File: src/rtl/eth_mgmt_pkg.sv
/*
  Shared types for the Ethernet management block: register map,
  FSM state and MDIO opcode enums, request/response structs, MDIO constants
*/
package eth_mgmt_pkg;

  typedef logic [11:0] reg_idx_t;
  typedef logic [31:0] reg_data_t;

  typedef enum logic [11:0] {
    REG_SCRATCH0   = 12'd0,
    REG_SCRATCH1   = 12'd1,
    REG_SCRATCH2   = 12'd2,
    REG_SCRATCH3   = 12'd3,
    REG_MDIO_CMD   = 12'd4,
    REG_MDIO_WDATA = 12'd5,
    REG_MDIO_RDATA = 12'd6,
    REG_MDIO_CTRL  = 12'd7
  } mgmt_reg_e;

  // Command bit 10
  typedef enum logic {
    MDIO_OP_WRITE = 1'b0,
    MDIO_OP_READ  = 1'b1
  } mdio_op_e;

  typedef enum logic [1:0] {WR_IDLE, WR_WDATA_WAIT, WR_REQ, WR_RESP} axi_wr_state_e;
  typedef enum logic [1:0] {RD_IDLE, RD_REQ, RD_RESP} axi_rd_state_e;

  typedef struct packed {
    logic      valid;
    reg_idx_t  idx;
    reg_data_t data;
  } reg_wr_req_t;

  typedef struct packed {
    logic     valid;
    reg_idx_t idx;
  } reg_rd_req_t;

  typedef struct packed {
    logic      done;
    reg_data_t data;
  } reg_rd_rsp_t;

  typedef struct packed {
    mdio_op_e    op;
    logic [4:0]  phy_addr;
    logic [4:0]  reg_addr;
    logic [15:0] wdata;
  } mdio_cmd_t;

  typedef struct packed {
    logic        busy;
    logic        init;
    logic [15:0] rdata;
  } mdio_stat_t;

  // 33 MDC periods, two counts each
  localparam int MDIO_FRAME_LAST = 65;
  localparam int MDIO_TA_COUNT   = 29;

  localparam logic [1:0] AXI_RESP_OKAY = 2'b00;

endpackage

File: src/rtl/axi_wr_chan.sv
/*
  AXI4-Lite write channel FSM
  One register write request per transaction, response held until bready
*/
`timescale 1ns/1ns

module axi_wr_chan (
  input  logic                      s_axi_aclk,
  input  logic                      s_axi_aresetn,
  input  logic [13:0]               s_axi_awaddr_i,
  input  logic                      s_axi_awvalid_i,
  output logic                      s_axi_awready_o,
  input  logic [31:0]               s_axi_wdata_i,
  input  logic                      s_axi_wvalid_i,
  output logic                      s_axi_wready_o,
  output logic [1:0]                s_axi_bresp_o,
  output logic                      s_axi_bvalid_o,
  input  logic                      s_axi_bready_i,
  output eth_mgmt_pkg::reg_wr_req_t reg_wr_o
);

  import eth_mgmt_pkg::*;

  axi_wr_state_e wr_state_q;
  reg_idx_t      wr_idx_q;
  reg_data_t     wr_data_q;

  assign reg_wr_o.valid = (wr_state_q == WR_REQ);
  assign reg_wr_o.idx   = wr_idx_q;
  assign reg_wr_o.data  = wr_data_q;
  assign s_axi_bresp_o  = AXI_RESP_OKAY;

  always_ff @(posedge s_axi_aclk or negedge s_axi_aresetn) begin
    if (!s_axi_aresetn) begin
      s_axi_awready_o <= 1'b1;
      s_axi_wready_o  <= 1'b1;
      s_axi_bvalid_o  <= 1'b0;
      wr_state_q      <= WR_IDLE;
    end else begin
      case (wr_state_q)
        WR_IDLE: begin
          if (s_axi_awvalid_i) begin
            s_axi_awready_o <= 1'b0;
            if (s_axi_wvalid_i) begin
              s_axi_wready_o <= 1'b0;
              wr_state_q     <= WR_REQ;
            end else begin
              wr_state_q <= WR_WDATA_WAIT;
            end
          end
        end
        WR_WDATA_WAIT: begin
          if (s_axi_wvalid_i) begin
            s_axi_wready_o <= 1'b0;
            wr_state_q     <= WR_REQ;
          end
        end
        // Register write lands at this edge
        WR_REQ: begin
          s_axi_bvalid_o <= 1'b1;
          wr_state_q     <= WR_RESP;
        end
        WR_RESP: begin
          if (s_axi_bready_i) begin
            s_axi_bvalid_o  <= 1'b0;
            s_axi_awready_o <= 1'b1;
            s_axi_wready_o  <= 1'b1;
            wr_state_q      <= WR_IDLE;
          end
        end
        default: wr_state_q <= WR_IDLE;
      endcase
    end
  end

  // Address and data capture
  always_ff @(posedge s_axi_aclk) begin
    if (wr_state_q == WR_IDLE && s_axi_awvalid_i) begin
      wr_idx_q <= s_axi_awaddr_i[13:2];
    end
    if ((wr_state_q == WR_IDLE && s_axi_awvalid_i && s_axi_wvalid_i) ||
        (wr_state_q == WR_WDATA_WAIT && s_axi_wvalid_i)) begin
      wr_data_q <= s_axi_wdata_i;
    end
  end

  a_bvalid_hold: assert property (@(posedge s_axi_aclk) disable iff (!s_axi_aresetn)
    s_axi_bvalid_o && !s_axi_bready_i |=> s_axi_bvalid_o);

endmodule

File: src/rtl/axi_rd_chan.sv
/*
  AXI4-Lite read channel FSM
  Issues one register read and holds rdata until rready
*/
`timescale 1ns/1ns

module axi_rd_chan (
  input  logic                      s_axi_aclk,
  input  logic                      s_axi_aresetn,
  input  logic [13:0]               s_axi_araddr_i,
  input  logic                      s_axi_arvalid_i,
  output logic                      s_axi_arready_o,
  output logic [31:0]               s_axi_rdata_o,
  output logic [1:0]                s_axi_rresp_o,
  output logic                      s_axi_rvalid_o,
  input  logic                      s_axi_rready_i,
  output eth_mgmt_pkg::reg_rd_req_t reg_rd_o,
  input  eth_mgmt_pkg::reg_rd_rsp_t reg_rsp_i
);

  import eth_mgmt_pkg::*;

  axi_rd_state_e rd_state_q;
  reg_idx_t      rd_idx_q;

  assign reg_rd_o.valid = (rd_state_q == RD_REQ);
  assign reg_rd_o.idx   = rd_idx_q;
  assign s_axi_rresp_o  = AXI_RESP_OKAY;

  always_ff @(posedge s_axi_aclk or negedge s_axi_aresetn) begin
    if (!s_axi_aresetn) begin
      s_axi_arready_o <= 1'b1;
      s_axi_rvalid_o  <= 1'b0;
      s_axi_rdata_o   <= '0;
      rd_state_q      <= RD_IDLE;
    end else begin
      case (rd_state_q)
        RD_IDLE: begin
          if (s_axi_arvalid_i) begin
            s_axi_arready_o <= 1'b0;
            rd_state_q      <= RD_REQ;
          end
        end
        RD_REQ: begin
          if (reg_rsp_i.done) begin
            s_axi_rvalid_o <= 1'b1;
            s_axi_rdata_o  <= reg_rsp_i.data;
            rd_state_q     <= RD_RESP;
          end
        end
        RD_RESP: begin
          if (s_axi_rready_i) begin
            s_axi_rvalid_o  <= 1'b0;
            s_axi_arready_o <= 1'b1;
            rd_state_q      <= RD_IDLE;
          end
        end
        default: rd_state_q <= RD_IDLE;
      endcase
    end
  end

  always_ff @(posedge s_axi_aclk) begin
    if (rd_state_q == RD_IDLE && s_axi_arvalid_i) begin
      rd_idx_q <= s_axi_araddr_i[13:2];
    end
  end

  a_rdata_stable: assert property (@(posedge s_axi_aclk) disable iff (!s_axi_aresetn)
    s_axi_rvalid_o && !s_axi_rready_i |=> $stable(s_axi_rdata_o));

endmodule

File: src/rtl/mgmt_regs.sv
/*
  Management register block shared by the AXI read and write channels
  Scratch registers, MDIO command/data/control and the read mux
*/
`timescale 1ns/1ns

module mgmt_regs #(
  parameter int unsigned PHY_ADDR_RST = 1
) (
  input  logic                      s_axi_aclk,
  input  logic                      s_axi_aresetn,
  input  eth_mgmt_pkg::reg_wr_req_t reg_wr_i,
  input  eth_mgmt_pkg::reg_rd_req_t reg_rd_i,
  output eth_mgmt_pkg::reg_rd_rsp_t reg_rsp_o,
  output eth_mgmt_pkg::mdio_cmd_t   mdio_cmd_o,
  output logic                      mdio_start_o,
  input  eth_mgmt_pkg::mdio_stat_t  mdio_stat_i
);

  import eth_mgmt_pkg::*;

  reg_data_t scratch_q [4];
  mdio_cmd_t mdio_cmd_q;
  logic      mdio_en_q;
  logic      rd_done_q;
  reg_data_t rd_data;

  // ========================================
  // Write decode
  // ========================================
  // Enable is sampled before this write updates it
  assign mdio_start_o = reg_wr_i.valid && (reg_wr_i.idx == REG_MDIO_CTRL) &&
                        reg_wr_i.data[0] && mdio_en_q;

  always_ff @(posedge s_axi_aclk or negedge s_axi_aresetn) begin
    if (!s_axi_aresetn) begin
      for (int i = 0; i < 4; i++) begin
        scratch_q[i] <= '0;
      end
      mdio_cmd_q <= '{op: MDIO_OP_WRITE, phy_addr: 5'(PHY_ADDR_RST), reg_addr: '0, wdata: '0};
      mdio_en_q  <= 1'b1;
      rd_done_q  <= 1'b0;
    end else begin
      rd_done_q <= reg_rd_i.valid;
      if (reg_wr_i.valid) begin
        case (reg_wr_i.idx)
          REG_SCRATCH0, REG_SCRATCH1, REG_SCRATCH2, REG_SCRATCH3:
            scratch_q[reg_wr_i.idx[1:0]] <= reg_wr_i.data;
          REG_MDIO_CMD: begin
            mdio_cmd_q.op       <= mdio_op_e'(reg_wr_i.data[10]);
            mdio_cmd_q.phy_addr <= reg_wr_i.data[9:5];
            mdio_cmd_q.reg_addr <= reg_wr_i.data[4:0];
          end
          REG_MDIO_WDATA:
            mdio_cmd_q.wdata <= reg_wr_i.data[15:0];
          REG_MDIO_CTRL:
            mdio_en_q <= reg_wr_i.data[1];
          default: ;
        endcase
      end
    end
  end

  // ========================================
  // Read mux
  // ========================================
  always_comb begin
    case (reg_rd_i.idx)
      REG_SCRATCH0, REG_SCRATCH1, REG_SCRATCH2, REG_SCRATCH3:
        rd_data = scratch_q[reg_rd_i.idx[1:0]];
      REG_MDIO_CMD:
        rd_data = {21'h0, mdio_cmd_q.op, mdio_cmd_q.phy_addr, mdio_cmd_q.reg_addr};
      REG_MDIO_WDATA:
        rd_data = {16'h0, mdio_cmd_q.wdata};
      REG_MDIO_RDATA:
        rd_data = {16'h0, mdio_stat_i.rdata};
      REG_MDIO_CTRL:
        rd_data = {29'h0, mdio_stat_i.init, mdio_en_q, mdio_stat_i.busy};
      default:
        rd_data = '0;
    endcase
  end

  assign reg_rsp_o.done = rd_done_q;
  assign reg_rsp_o.data = rd_data;
  assign mdio_cmd_o     = mdio_cmd_q;

endmodule

File: src/rtl/mdio_master.sv
/*
  Clause-22 MDIO master
  MDC generation, post-reset preamble, frame shift out and read shift in
*/
`timescale 1ns/1ns

module mdio_master #(
  parameter int unsigned MDIO_INIT_LAST = 125
) (
  input  logic                     s_axi_aclk,
  input  logic                     s_axi_aresetn,
  input  eth_mgmt_pkg::mdio_cmd_t  mdio_cmd_i,
  input  logic                     mdio_start_i,
  output eth_mgmt_pkg::mdio_stat_t mdio_stat_o,
  input  logic                     phy_mdio_i,
  output logic                     phy_mdio_o,
  output logic                     phy_mdio_t,
  output logic                     phy_mdc
);

  import eth_mgmt_pkg::*;

  logic [6:0]  cnt_q;
  logic [5:0]  mdc_period;
  logic        busy_q;
  logic        init_q;
  logic        is_read;
  logic        init_end;
  logic        frame_end;
  logic [15:0] rdata_q;
  logic [31:0] frame;

  assign mdc_period = cnt_q[6:1];
  assign is_read    = (mdio_cmd_i.op == MDIO_OP_READ);
  assign init_end   = init_q && (cnt_q == 7'(MDIO_INIT_LAST));
  assign frame_end  = busy_q && (cnt_q == 7'(MDIO_FRAME_LAST));

  // ST, OP, PHYAD, REGAD, TA, DATA in transmit order
  assign frame = {2'b01, mdio_cmd_i.op, ~mdio_cmd_i.op, mdio_cmd_i.phy_addr,
                  mdio_cmd_i.reg_addr, 2'b10, is_read ? 16'h0 : mdio_cmd_i.wdata};

  // ========================================
  // Counter, busy and init
  // ========================================
  always_ff @(posedge s_axi_aclk or negedge s_axi_aresetn) begin
    if (!s_axi_aresetn) begin
      cnt_q  <= '0;
      busy_q <= 1'b0;
      init_q <= 1'b1;
    end else begin
      if (mdio_start_i) begin
        busy_q <= 1'b1;
      end else if (frame_end) begin
        busy_q <= 1'b0;
      end

      if (init_end) begin
        init_q <= 1'b0;
      end

      if (init_end || frame_end) begin
        cnt_q <= '0;
      end else if (init_q || busy_q) begin
        cnt_q <= cnt_q + 7'd1;
      end
    end
  end

  // ========================================
  // Line drive and sampling
  // ========================================
  // Odd counts are the MDC falling edge
  always_ff @(posedge s_axi_aclk or negedge s_axi_aresetn) begin
    if (!s_axi_aresetn) begin
      phy_mdio_o <= 1'b1;
      rdata_q    <= '0;
    end else begin
      if (busy_q && cnt_q[0]) begin
        // 31 - period picks the bit, MSB first
        phy_mdio_o <= mdc_period[5] ? 1'b1 : frame[~mdc_period[4:0]];
      end
      // Periods 16 to 31 carry read data
      if (busy_q && is_read && cnt_q[0] && (mdc_period[5:4] == 2'b01)) begin
        rdata_q <= {rdata_q[14:0], phy_mdio_i};
      end
    end
  end

  // Release the line after turnaround on reads
  assign phy_mdio_t = busy_q && is_read && (cnt_q > 7'(MDIO_TA_COUNT));
  assign phy_mdc    = cnt_q[0];

  assign mdio_stat_o.busy  = busy_q;
  assign mdio_stat_o.init  = init_q;
  assign mdio_stat_o.rdata = rdata_q;

  a_no_start_busy: assert property (@(posedge s_axi_aclk) disable iff (!s_axi_aresetn)
    mdio_start_i |-> !busy_q);

endmodule

File: src/rtl/eth_mgmt_top.sv
/*
  Ethernet MAC management top level
  AXI4-Lite read/write channels, register block and MDIO master
*/
`timescale 1ns/1ns

module eth_mgmt_top #(
  parameter int unsigned MDIO_INIT_LAST = 125,
  parameter int unsigned PHY_ADDR_RST   = 1
) (
  input  logic        s_axi_aclk,
  input  logic        s_axi_aresetn,
  input  logic [13:0] s_axi_awaddr_i,
  input  logic        s_axi_awvalid_i,
  output logic        s_axi_awready_o,
  input  logic [31:0] s_axi_wdata_i,
  input  logic        s_axi_wvalid_i,
  output logic        s_axi_wready_o,
  output logic [1:0]  s_axi_bresp_o,
  output logic        s_axi_bvalid_o,
  input  logic        s_axi_bready_i,
  input  logic [13:0] s_axi_araddr_i,
  input  logic        s_axi_arvalid_i,
  output logic        s_axi_arready_o,
  output logic [31:0] s_axi_rdata_o,
  output logic [1:0]  s_axi_rresp_o,
  output logic        s_axi_rvalid_o,
  input  logic        s_axi_rready_i,
  output logic        phy_rst_n,
  input  logic        phy_mdio_i,
  output logic        phy_mdio_o,
  output logic        phy_mdio_t,
  output logic        phy_mdc
);

  import eth_mgmt_pkg::*;

  reg_wr_req_t reg_wr;
  reg_rd_req_t reg_rd;
  reg_rd_rsp_t reg_rsp;
  mdio_cmd_t   mdio_cmd;
  mdio_stat_t  mdio_stat;
  logic        mdio_start;

  assign phy_rst_n = s_axi_aresetn;

  axi_wr_chan axi_wr_chan_inst (
    .s_axi_aclk      (s_axi_aclk),
    .s_axi_aresetn   (s_axi_aresetn),
    .s_axi_awaddr_i  (s_axi_awaddr_i),
    .s_axi_awvalid_i (s_axi_awvalid_i),
    .s_axi_awready_o (s_axi_awready_o),
    .s_axi_wdata_i   (s_axi_wdata_i),
    .s_axi_wvalid_i  (s_axi_wvalid_i),
    .s_axi_wready_o  (s_axi_wready_o),
    .s_axi_bresp_o   (s_axi_bresp_o),
    .s_axi_bvalid_o  (s_axi_bvalid_o),
    .s_axi_bready_i  (s_axi_bready_i),
    .reg_wr_o        (reg_wr)
  );

  axi_rd_chan axi_rd_chan_inst (
    .s_axi_aclk      (s_axi_aclk),
    .s_axi_aresetn   (s_axi_aresetn),
    .s_axi_araddr_i  (s_axi_araddr_i),
    .s_axi_arvalid_i (s_axi_arvalid_i),
    .s_axi_arready_o (s_axi_arready_o),
    .s_axi_rdata_o   (s_axi_rdata_o),
    .s_axi_rresp_o   (s_axi_rresp_o),
    .s_axi_rvalid_o  (s_axi_rvalid_o),
    .s_axi_rready_i  (s_axi_rready_i),
    .reg_rd_o        (reg_rd),
    .reg_rsp_i       (reg_rsp)
  );

  mgmt_regs #(
    .PHY_ADDR_RST (PHY_ADDR_RST)
  ) mgmt_regs_inst (
    .s_axi_aclk    (s_axi_aclk),
    .s_axi_aresetn (s_axi_aresetn),
    .reg_wr_i      (reg_wr),
    .reg_rd_i      (reg_rd),
    .reg_rsp_o     (reg_rsp),
    .mdio_cmd_o    (mdio_cmd),
    .mdio_start_o  (mdio_start),
    .mdio_stat_i   (mdio_stat)
  );

  mdio_master #(
    .MDIO_INIT_LAST (MDIO_INIT_LAST)
  ) mdio_master_inst (
    .s_axi_aclk    (s_axi_aclk),
    .s_axi_aresetn (s_axi_aresetn),
    .mdio_cmd_i    (mdio_cmd),
    .mdio_start_i  (mdio_start),
    .mdio_stat_o   (mdio_stat),
    .phy_mdio_i    (phy_mdio_i),
    .phy_mdio_o    (phy_mdio_o),
    .phy_mdio_t    (phy_mdio_t),
    .phy_mdc       (phy_mdc)
  );

endmodule

File: config.mk
export PLATFORM = sky130hd
export DESIGN_NAME = eth_mgmt_top
export DESIGN_NICKNAME = d
export VERILOG_FILES = /design/src/rtl/eth_mgmt_pkg.sv /design/src/rtl/axi_wr_chan.sv /design/src/rtl/axi_rd_chan.sv /design/src/rtl/mgmt_regs.sv /design/src/rtl/mdio_master.sv /design/src/rtl/eth_mgmt_top.sv
export SDC_FILE = /design/constraint.sdc
export NUM_CORES = 1
export LEC_CHECK = 0
export BUFFER_PORTS_ARGS = -buffer_cell sky130_fd_sc_hd__buf_2
export CAP_MARGIN = 30
export CORE_AREA = 3 3 159 161
export CTS_CLUSTER_SIZE = 30
export DETAILED_ROUTE_END_ITERATION = 10
export DIE_AREA = 0 0 162 164
export MAX_ROUTING_LAYER = met4
export PLACE_DENSITY_LB_ADDON = 0.2
export SLEW_MARGIN = 5
export SYNTH_ARGS = -nofsm -noshare
export SYNTH_HDL_FRONTEND = slang
export SYNTH_SLANG_ARGS = --single-unit
File: constraint.sdc
create_clock -name s_axi_aclk -period 2.77 [get_ports s_axi_aclk]
set_clock_uncertainty 0.2 [all_clocks]
set_input_delay 0.1385 -clock s_axi_aclk [delete_from_list [all_inputs] [get_ports s_axi_aclk]]
set_output_delay 0.1385 -clock s_axi_aclk [all_outputs]
set_load 0.02 [all_outputs]
==> results of run 1 <==
-- worst min path at each step --
stage                                  start                        endpoint  slack [ns]  cells after the start
after floorplan                s_axi_aresetn  axi_rd_chan_inst.rd_state_q[0]       -0.36                      0
after global placement         s_axi_aresetn    mgmt_regs_inst.scratch_q[70]       -0.25                      1
after detailed placement       s_axi_aresetn    mgmt_regs_inst.scratch_q[70]       -0.25                      1
after CTS                 s_axi_awaddr_i[13]   axi_wr_chan_inst.wr_idx_q[11]        0.06                      2
after global routing      s_axi_awaddr_i[13]   axi_wr_chan_inst.wr_idx_q[11]        0.08                      2
final                          s_axi_aresetn   mgmt_regs_inst.scratch_q[102]        0.05                      3
-- cell type report --
cell class	count	area share, %
clock buffers	44	5.91
clock inverters	12	0.675
inverters	12	0.308
multi-input cells	411	30.0
flip-flops and latches	280	49.9
well taps	324	2.77
repair buffers	198	10.5
-- kinds of logic (layout without fill, tap and decap cells) --
kind of cell | count (synthesis) | in the layout | synth area share, %
DFF | 280 | 280 | 61.0
muxes | 219 | 219 | 25.2
and+or+nand+nor | 89 | 89 | 4.38
AOI/OAI and AO/OA | 87 | 87 | 5.58
buffers and inverters | 58 | 266 | 2.71
adders and majority gates | 7 | 7 | 0.732
xor gates and xnor gates | 5 | 5 | 0.366
other | 1 | 4 | 0.0313
-- report_power, final --
| group | internal [W] | leakage [nW] | switching, W |
|---|---|---|---|
| logic | 0.000500 | 2.79 | 0.000718 |
| registers | 0.00453 | 3.60 | 0.000225 |
| clock network | 0.00225 | 0.471 | 0.00160 |
| total | 0.00728 | 6.86 | 0.00254 |
-- what timing repair did --
item / 4_1_cts / 5_1_grt
setup buffers: 0 / 0
hold buffers: 67 / 0
setup endpoints to repair: 0 / 0
endpoints found under the hold margin: 304 / 0
-- through the flow --
step	setup WS, ns	power, W	hold slack, ns	std cells
after floorplan	0.283	0.00542	-0.357	749
after global placement	0.228	0.00587	-0.248	1158
after detailed placement	0.160	0.00595	-0.248	1158
after CTS	0.137	0.00992	0.0646	1281
after global routing	0.0207	0.0102	0.0827	1281
final	0.133	0.00982	0.0499	1281
-- worst max-delay path: cells and delay by family, from the launching register on --
family | cells | cell delay (ns)
adder cells (fa/ha/maj) | 1 | 0.20
buffers and inverters | 2 | 0.41
flip-flops | 1 | 0.42
multiplexers | 1 | 0.34
AND/OR/NAND/NOR | 3 | 0.93
-- sequential cells by signal (all words and copies together), names as in the netlist --
name,flops
axi_wr_chan_inst.wr_idx_q,12
mgmt_regs_inst.mdio_cmd_o,27
mdio_master_inst.phy_mdio_o,1
axi_wr_chan_inst.wr_state_q,2
mgmt_regs_inst.scratch_q,128
mdio_master_inst.busy_q,1
mdio_master_inst.init_q,1
mgmt_regs_inst.mdio_en_q,1
axi_wr_chan_inst.s_axi_awready_o,1
axi_rd_chan_inst.rd_idx_q,12
axi_rd_chan_inst.s_axi_rvalid_o,1
mdio_master_inst.rdata_q,16
mgmt_regs_inst.rd_done_q,1
axi_rd_chan_inst.rd_state_q,2
axi_rd_chan_inst.s_axi_rdata_o,32
mdio_master_inst.cnt_q,7
axi_wr_chan_inst.s_axi_wready_o,1
axi_wr_chan_inst.s_axi_bvalid_o,1
axi_rd_chan_inst.s_axi_arready_o,1
axi_wr_chan_inst.wr_data_q,32
-- cell usage in the layout (no fill, tap or decap), types with 9 or more instances in the layout --
cell type,netlist,final
mux4_2,40,40
dfrtp_1,217,217
buf_2,25,103
nand2_1,15,15
o21ai_0,9,9
buf_12,3,11
edfxtp_1,56,56
a22o_1,16,16
clkbuf_16,0,31
mux2_2,142,142
a22oi_1,13,13
clkbuf_1,10,9
inv_1,12,12
mux2_4,30,30
a211oi_1,15,15
dlygate4sd3_1,0,67
nor2_1,33,31
buf_4,5,16
-- routing by layer --
| metal | GRT usage (%) | vias to the layer above | routed length (um) |
|---|---|---|---|
| met5 | - | - | 0 |
| met4 | 3.96 | 0 | 452 |
| met3 | 3.38 | 32 | 1170 |
| met2 | 36.7 | 154 | 13600 |
| met1 | 26.9 | 3707 | 11300 |
| li1 | - | 3197 | - |
==> results_dict.tcl, run 1 <==
set metrics [dict create \
    dpl-instance-area_um2 13000 \
    layout-drive-gt1-share_pct 42.7 \
    ys_seq_elements 280 \
    cts.clk_slew.worst_paths_ns 0.06 \
    worstSetupPathType "flip-flop to flip-flop" \
    port_buffers 104 \
    io_pins 113 \
    cp_max_fo 16 \
    num_vias 7090 \
    design_area_um2 14600 \
    outcome "complete, no violations" \
    ys.flop_type "dfrtp_1" \
    grt-ovfl-total 0 \
    cts-root-buf "clkbuf_16" \
    yosysMostFrequentCell "dfrtp_1" \
    nNetsFinal 1008 \
    synth_area_leaders "dfrtp_1 45%, edfxtp_1 14%, mux2_2 13%" \
    drt_first_pass_iters 6 \
    setup_viol 0 \
    reg2reg_to "mgmt_regs_inst.scratch_q[103]" \
    vdd.ir_drop.worst_v 0.000609 \
    r2r_cells 7 \
    r2r_start "axi_wr_chan_inst.wr_state_q[0]" \
    period_share_pct 95.2 \
    ant_nets 0 \
    tightest_slew_ns 0.641 \
    initial_core_util_pct 49.6 \
    yosysSeqAreaShare_pct 61.0 \
    grt_pass1_wl_mm 43.2 \
    async_reset_ff_share_pct 80.0 \
    critPathLaunchType "flip-flop" \
    diodes 0 \
    endpoint_kind "flip-flop" \
    cts_sinks 280 \
    avgSynthCellArea_um2 16.0 \
    ff_latch_area_um2 7300 \
    crit_slowest_cell "or3_2" \
    period_minus_slack_ns 2.64 \
    yosys_warnings 0 \
    die_h_um 164 \
    cts_resized 0 \
    n_fill_cell 1875 \
    tritoncts "built" \
    endpoint "mgmt_regs_inst.scratch_q[103]" \
    synth_enable_flop_cells 56 \
    r2r_slack_ns 0.13 \
    drt-total-wl_mm 26.6 \
    synth_area_um2 12000 \
    wl_per_cell_um 20.7 \
    final-hold-violation-count 0 \
    cpPeakStageDelay_ns 0.46 \
    rsz0062_at_grt "false" \
    drc 0 \
    crit_required_ns 3.00 \
    grt_usage_pct 21.2 \
    utilization_pct 60.7 \
    slew_violations 0 \
    multiInputGateArea_um2 4380 \
    path_cells "inv_1 > ha_1 > nor4b_4 > nand4b_2 > or3_2 > buf_4 > mux2_4" \
    htreeDepth 1 \
    grt_pass1_vias 7883 \
    arrival_ns 2.87 \
    ys_types 60 \
    clock.fmax_mhz 379 \
    fp-row-count 57 \
    core_area_um2 24100 \
    synth_top_area_share_pct 45.4 \
    antenna_found_initial 0 \
    maxSlewHeadroom_pct 57.2 \
    drt-vias-per-instance 5.53 \
    numCtsBuffers 30 \
    hpwlAfterDp_mm 16.6 \
    p_per_area_nw_per_um2 671 \
    p_leak_nw 6.86 \
    yosys.area.top_type "dfrtp_1" \
    netlist_instances 746 \
    area_growth_pct 22.3 \
    maxCapViolations 0 \
    hold_class "primary input to async pin" \
    dieWidth_um 162 \
    die_area_um2 26600 \
    cts_buffer_depth 3 \
    crit_path_start "axi_wr_chan_inst.wr_state_q[0]" \
    first_iter_violations 399 \
    grt_max_degree 117 \
    place_congestion 0.871 \
    finalSetupTns_ns 0 \
    clock_latency_ns 0.55 \
    synthTopCellsByCount "217 x dfrtp_1, 142 x mux2_2, 56 x edfxtp_1" \
]
(Power assumes the default switching activity.)
==> inputs of run 2 (changes only) <==
Clock period 2.77 ns to 2.6 ns, I/O delays scaled along.
==> results_dict.tcl, run 2 (synthesis gave the netlist of run 1 again) <==
set metrics [dict create \
    critPathLaunchType "flip-flop" \
    endpoint_kind "flip-flop" \
    clock_latency_ns 0.54 \
    highest_layer "met4" \
    dieWidth_um 162 \
    hold_class "primary input to flip-flop" \
    crit_required_ns 2.82 \
    grt_usage_pct 21.0 \
    period_minus_slack_ns 2.49 \
    final-hold-violation-count 0 \
    finalSetupTns_ns 0 \
    maxSlewHeadroom_pct 61.0 \
    cts.clk_slew.worst_paths_ns 0.06 \
    numCtsBuffers 29 \
    cts_buffer_depth 3 \
    area_growth_pct 22.9 \
    crit_buf_inv 3 \
    ant_nets 0 \
    drc 0 \
    grt_pass1_vias 7839 \
    tightest_slew_ns 0.585 \
    rsz0062_at_grt "false" \
    drt-total-wl_mm 26.4 \
    total_power_w 0.0105 \
    grt-ovfl-total 0 \
    cp_top_family "simple AND/OR/NAND/NOR gates" \
    wl_met3_mm 1.17 \
    hpwlAfterDp_mm 16.0 \
    fp-row-count 57 \
    final_cell_mix "216 x dfrtp_1, 142 x mux2_2, 103 x buf_2" \
    die_h_um 164 \
    m1WireLength_mm 11.6 \
    grt_max_degree 90 \
    htreeDepth 1 \
    nNetsFinal 1011 \
    vdd.ir_drop.worst_v 0.000549 \
    worstSetupPathType "flip-flop to flip-flop" \
    n_fill_cell 1898 \
    place_ws_ns -0.0179 \
    maxCapViolations 0 \
    crit_slowest_cell "dfrtp_1" \
    period_share_pct 95.6 \
    clock.fmax_mhz 402 \
    wl_per_cell_um 20.6 \
    cpPeakStageDelay_ns 0.40 \
    initial_core_util_pct 49.6 \
    antenna_found_initial 0 \
    tritoncts "built" \
    diodes 0 \
    setup_ws_ns 0.114 \
    cts_sinks 280 \
    layout-drive-gt1-share_pct 43.3 \
    io_pins 113 \
    place_congestion 0.846 \
    final_common_cell "dfrtp_1" \
    slew_violations 0 \
    setup_viol 0 \
    core_area_um2 24100 \
    wl_met2_mm 13.2 \
    cts-root-buf "clkbuf_16" \
    num_vias 7108 \
    r2r_slack_ns 0.11 \
    die_area_um2 26600 \
    path_cells "inv_2 > ha_2 > nor4b_4 > buf_4 > nand4b_4 > or3_4 > buf_12 > mux2_4" \
    timing.hold.ws_ns 0.0949 \
    drt-vias-per-instance 5.54 \
    p_leak_nw 6.91 \
    outcome "complete, no violations" \
    largest_reg_flops 128 \
    cp_max_fo 16 \
    regMostFlops "mgmt_regs_inst.scratch_q" \
    top_regs "mgmt_regs_inst.scratch_q x128, axi_rd_chan_inst.s_axi_rdata_o x32, axi_wr_chan_inst.wr_data_q x32" \
    drt_first_pass_iters 5 \
    port_buffers 104 \
    first_iter_violations 400 \
    p_per_area_nw_per_um2 712 \
    arrival_ns 2.70 \
    grt_pass1_wl_mm 42.9 \
]
run 2: final timing paths:
| path | startpoint | endpoint | depth (start not counted) |
|---|---|---|---|
| worst max-delay path | axi_wr_chan_inst.wr_state_q[0] | mgmt_regs_inst.scratch_q[102] | 8 |
| worst min register to register | axi_rd_chan_inst.s_axi_rdata_o[12] | axi_rd_chan_inst.s_axi_rdata_o[12] | 1 |
| worst max register to register | axi_wr_chan_inst.wr_state_q[0] | mgmt_regs_inst.scratch_q[102] | 8 |
| worst min-delay path | s_axi_wdata_i[18] | axi_wr_chan_inst.wr_data_q[18] | 2 |
| max in group asynchronous | s_axi_aresetn | axi_rd_chan_inst.s_axi_arready_o | 4 |
| min in group asynchronous | s_axi_aresetn | mgmt_regs_inst.scratch_q[104] | 3 |
run 2: final cells by class:
cell class              count  area [um^2]  area share (%)
multi-input cells         411         4410            30.0
clock inverters             8         93.8           0.638
clock buffers              45          856            5.82
well taps                 324          405            2.76
inverters                  12         45.0           0.306
repair buffers            202         1610            10.9
flip-flops and latches    280         7300            49.6
run 2: power breakdown:
| group | switching [W] | internal [W] |
|---|---|---|
| clock | 0.00167 | 0.00245 |
| sequential | 0.000240 | 0.00483 |
| combinational | 0.000759 | 0.000545 |
| total | 0.00267 | 0.00782 |
run 2: per-stage QoR:
step	instances	utilization (%)	instance area, um^2
floorplan	749	-	12000
global placement	1157	53.9	13000
detailed placement	1157	53.9	13000
CTS	1282	61.0	14700
global route	1282	61.0	14700
finish	1282	61.0	14700
run 2: repair_timing:
| item | in CTS | in global routing |
|---|---|---|
| setup endpoints to repair | 32 | 76 |
| setup buffers | 3 | 0 |
| resized for setup | 9 | 3 |
| hold endpoints to repair | 309 | 0 |
| pin swaps | 1 | 1 |
| cloned | 2 | 0 |
| hold buffers | 67 | 0 |
run 2: routing by layer:
layer | GRT usage (%) | vias to the layer above
met1 | 27.8 | 3719
met5 | - | -
met2 | 34.9 | 158
met3 | 3.23 | 42
met4 | 4.38 | 0
li1 | - | 3189
==> inputs of run 3 (changes only) <==
Settings changed: CORE_AREA 3 3 159 161 to 3 3 177 179, DIE_AREA 0 0 162 164 to 0 0 180 182.
==> results_dict.tcl, run 3 (synthesis gave the netlist of run 1 again) <==
set metrics [dict create \
    numCtsBuffers 30 \
    htreeDepth 1 \
    grt_pass1_wl_mm 42.1 \
    wl_per_cell_um 19.4 \
    antenna_found_initial 0 \
    hp-start "s_axi_wdata_i[16]" \
    design_area_um2 14800 \
    wl_met2_mm 12.7 \
    hold_class "primary input to flip-flop" \
    reg2reg_to "mgmt_regs_inst.scratch_q[39]" \
    crit_required_ns 2.83 \
    path_cells "inv_2 > ha_2 > nor4b_4 > nand4b_2 > buf_4 > nor3b_4 > buf_4 > buf_12 > mux2_2" \
    cp_max_fo 16 \
    ant_nets 0 \
    nNetsFinal 1016 \
    hpwlAfterDp_mm 16.1 \
    area_growth_pct 23.5 \
    maxCapViolations 0 \
    cts_sinks 280 \
    period_minus_slack_ns 2.47 \
    initial_core_util_pct 40.3 \
    largest_reg_flops 128 \
    num_vias 6981 \
    final_common_cell "dfrtp_1" \
    layout-drive-gt1-share_pct 43.5 \
    arrival_ns 2.70 \
    drt_first_pass_iters 4 \
    die_h_um 182 \
    vdd.ir_drop.worst_v 0.000555 \
    n_fill_cell 2548 \
    cp_common_cell "buf_4" \
    p_per_area_nw_per_um2 704 \
    cpPeakStageDelay_ns 0.39 \
    final-hold-violation-count 0 \
    grt_pass1_vias 7297 \
    cts-root-buf "clkbuf_16" \
    m1WireLength_mm 12.2 \
    timing.hold.ws_ns 0.0788 \
    clock.fmax_mhz 404 \
    cts.clk_slew.worst_paths_ns 0.06 \
    drt-vias-per-instance 5.15 \
    maxSlewHeadroom_pct 59.6 \
    place_congestion 0.833 \
    tritoncts "built" \
    highest_layer "met4" \
    final_cell_mix "216 x dfrtp_1, 142 x mux2_2, 103 x buf_2" \
    grt-ovfl-total 0 \
    drc 0 \
    clock_latency_ns 0.56 \
    setup_viol 0 \
    p_leak_nw 6.90 \
    rsz0062_at_grt "false" \
    r2r_slack_ns 0.13 \
    die_area_um2 32800 \
    outcome "complete, no violations" \
    drt-total-wl_mm 26.3 \
    ff_latch_area_um2 7300 \
    core_area_um2 29700 \
    r2r_cells 9 \
    io_pins 113 \
    period_share_pct 95.1 \
    critPathLaunchType "flip-flop" \
    min_path_cells 2 \
    multiInputGateArea_um2 4390 \
    slew_violations 0 \
    grt_max_degree 76 \
    regMostFlops "mgmt_regs_inst.scratch_q" \
    fp-row-count 63 \
    dieWidth_um 180 \
    port_buffers 104 \
    diodes 0 \
    endpoint_kind "flip-flop" \
    r2r_start "axi_wr_chan_inst.wr_state_q[0]" \
    cts_buffer_depth 3 \
    wl_met3_mm 1.02 \
    crit_slowest_cell "dfrtp_1" \
    top_regs "mgmt_regs_inst.scratch_q x128, axi_rd_chan_inst.s_axi_rdata_o x32, axi_wr_chan_inst.wr_data_q x32" \
    finalSetupTns_ns 0 \
    worstSetupPathType "flip-flop to flip-flop" \
    dpl-instance-area_um2 13100 \
    grt_usage_pct 16.5 \
    tightest_slew_ns 0.606 \
    first_iter_violations 408 \
    min_to "axi_wr_chan_inst.wr_data_q[16]" \
]
## run 3: changes by cell type in the layout (fill, tap and decap cells not counted), sizes merged
cell      delta
bufinv       -2
clkbuf       +6
clkinvlp     -1
clkinv       +1
buf          +3
## run 3: how the worst max path moves through the flow
stage / slack (ns) / depth (start not counted) / start / end
global route: 0.004 / 9 / axi_wr_chan_inst.wr_state_q[0] / mgmt_regs_inst.scratch_q[40]
CTS: 0.08 / 8 / axi_wr_chan_inst.wr_state_q[0] / mgmt_regs_inst.scratch_q[46]
floorplan: 0.11 / 4 / axi_wr_chan_inst.wr_state_q[1] / axi_wr_chan_inst.wr_data_q[0]
finish: 0.13 / 9 / axi_wr_chan_inst.wr_state_q[0] / mgmt_regs_inst.scratch_q[39]
detailed placement: 0.10 / 8 / axi_wr_chan_inst.wr_state_q[0] / mgmt_regs_inst.scratch_q[57]
global placement: 0.15 / 8 / axi_wr_chan_inst.wr_state_q[0] / mgmt_regs_inst.scratch_q[40]
## run 3: metal layers
metal,track usage [%],vias to the layer above
li1,-,3201
met5,-,-
met1,23.2,3618
met3,2.40,35
met4,3.00,0
met2,26.1,127
## run 3: layout make-up
cell class	instances	area share [%]
flip-flops and latches	280	49.4
inverters	12	0.305
clock inverters	6	0.296
repair buffers	206	10.9
clock buffers	50	6.13
well taps	390	3.30
multi-input cells	411	29.7
## run 3: where the power goes
part           switching, W  internal [W]  leakage (nW)
logic              0.000751      0.000557          2.83
clock network       0.00168       0.00236         0.466
registers          0.000232       0.00482          3.60
## run 3: what timing repair did
item	4_1_cts	5_1_grt
hold buffers	67	0
endpoints found under the hold margin	318	0
resized for setup	0	3
buffers inserted	0	1
setup endpoints to repair	0	49
## run 3: metrics by stage
stage	utilization (%)	power, W	std cells	worst slack [ns]
finish	49.7	0.0104	1355	0.127
global route	49.7	0.0109	1355	0.00433
CTS	49.6	0.0106	1353	0.0757
detailed placement	44.1	0.00635	1230	0.104
global placement	44.1	0.00632	1229	0.147
floorplan	-	0.00578	749	0.113
## run 3: critical path, delay by kind of cell, from the launching register on
kind / cells / cell delay (ns)
simple gates: 3 / 0.55
flops: 1 / 0.39
mux: 1 / 0.35
fa+ha+maj: 1 / 0.21
buf+inv: 4 / 0.62
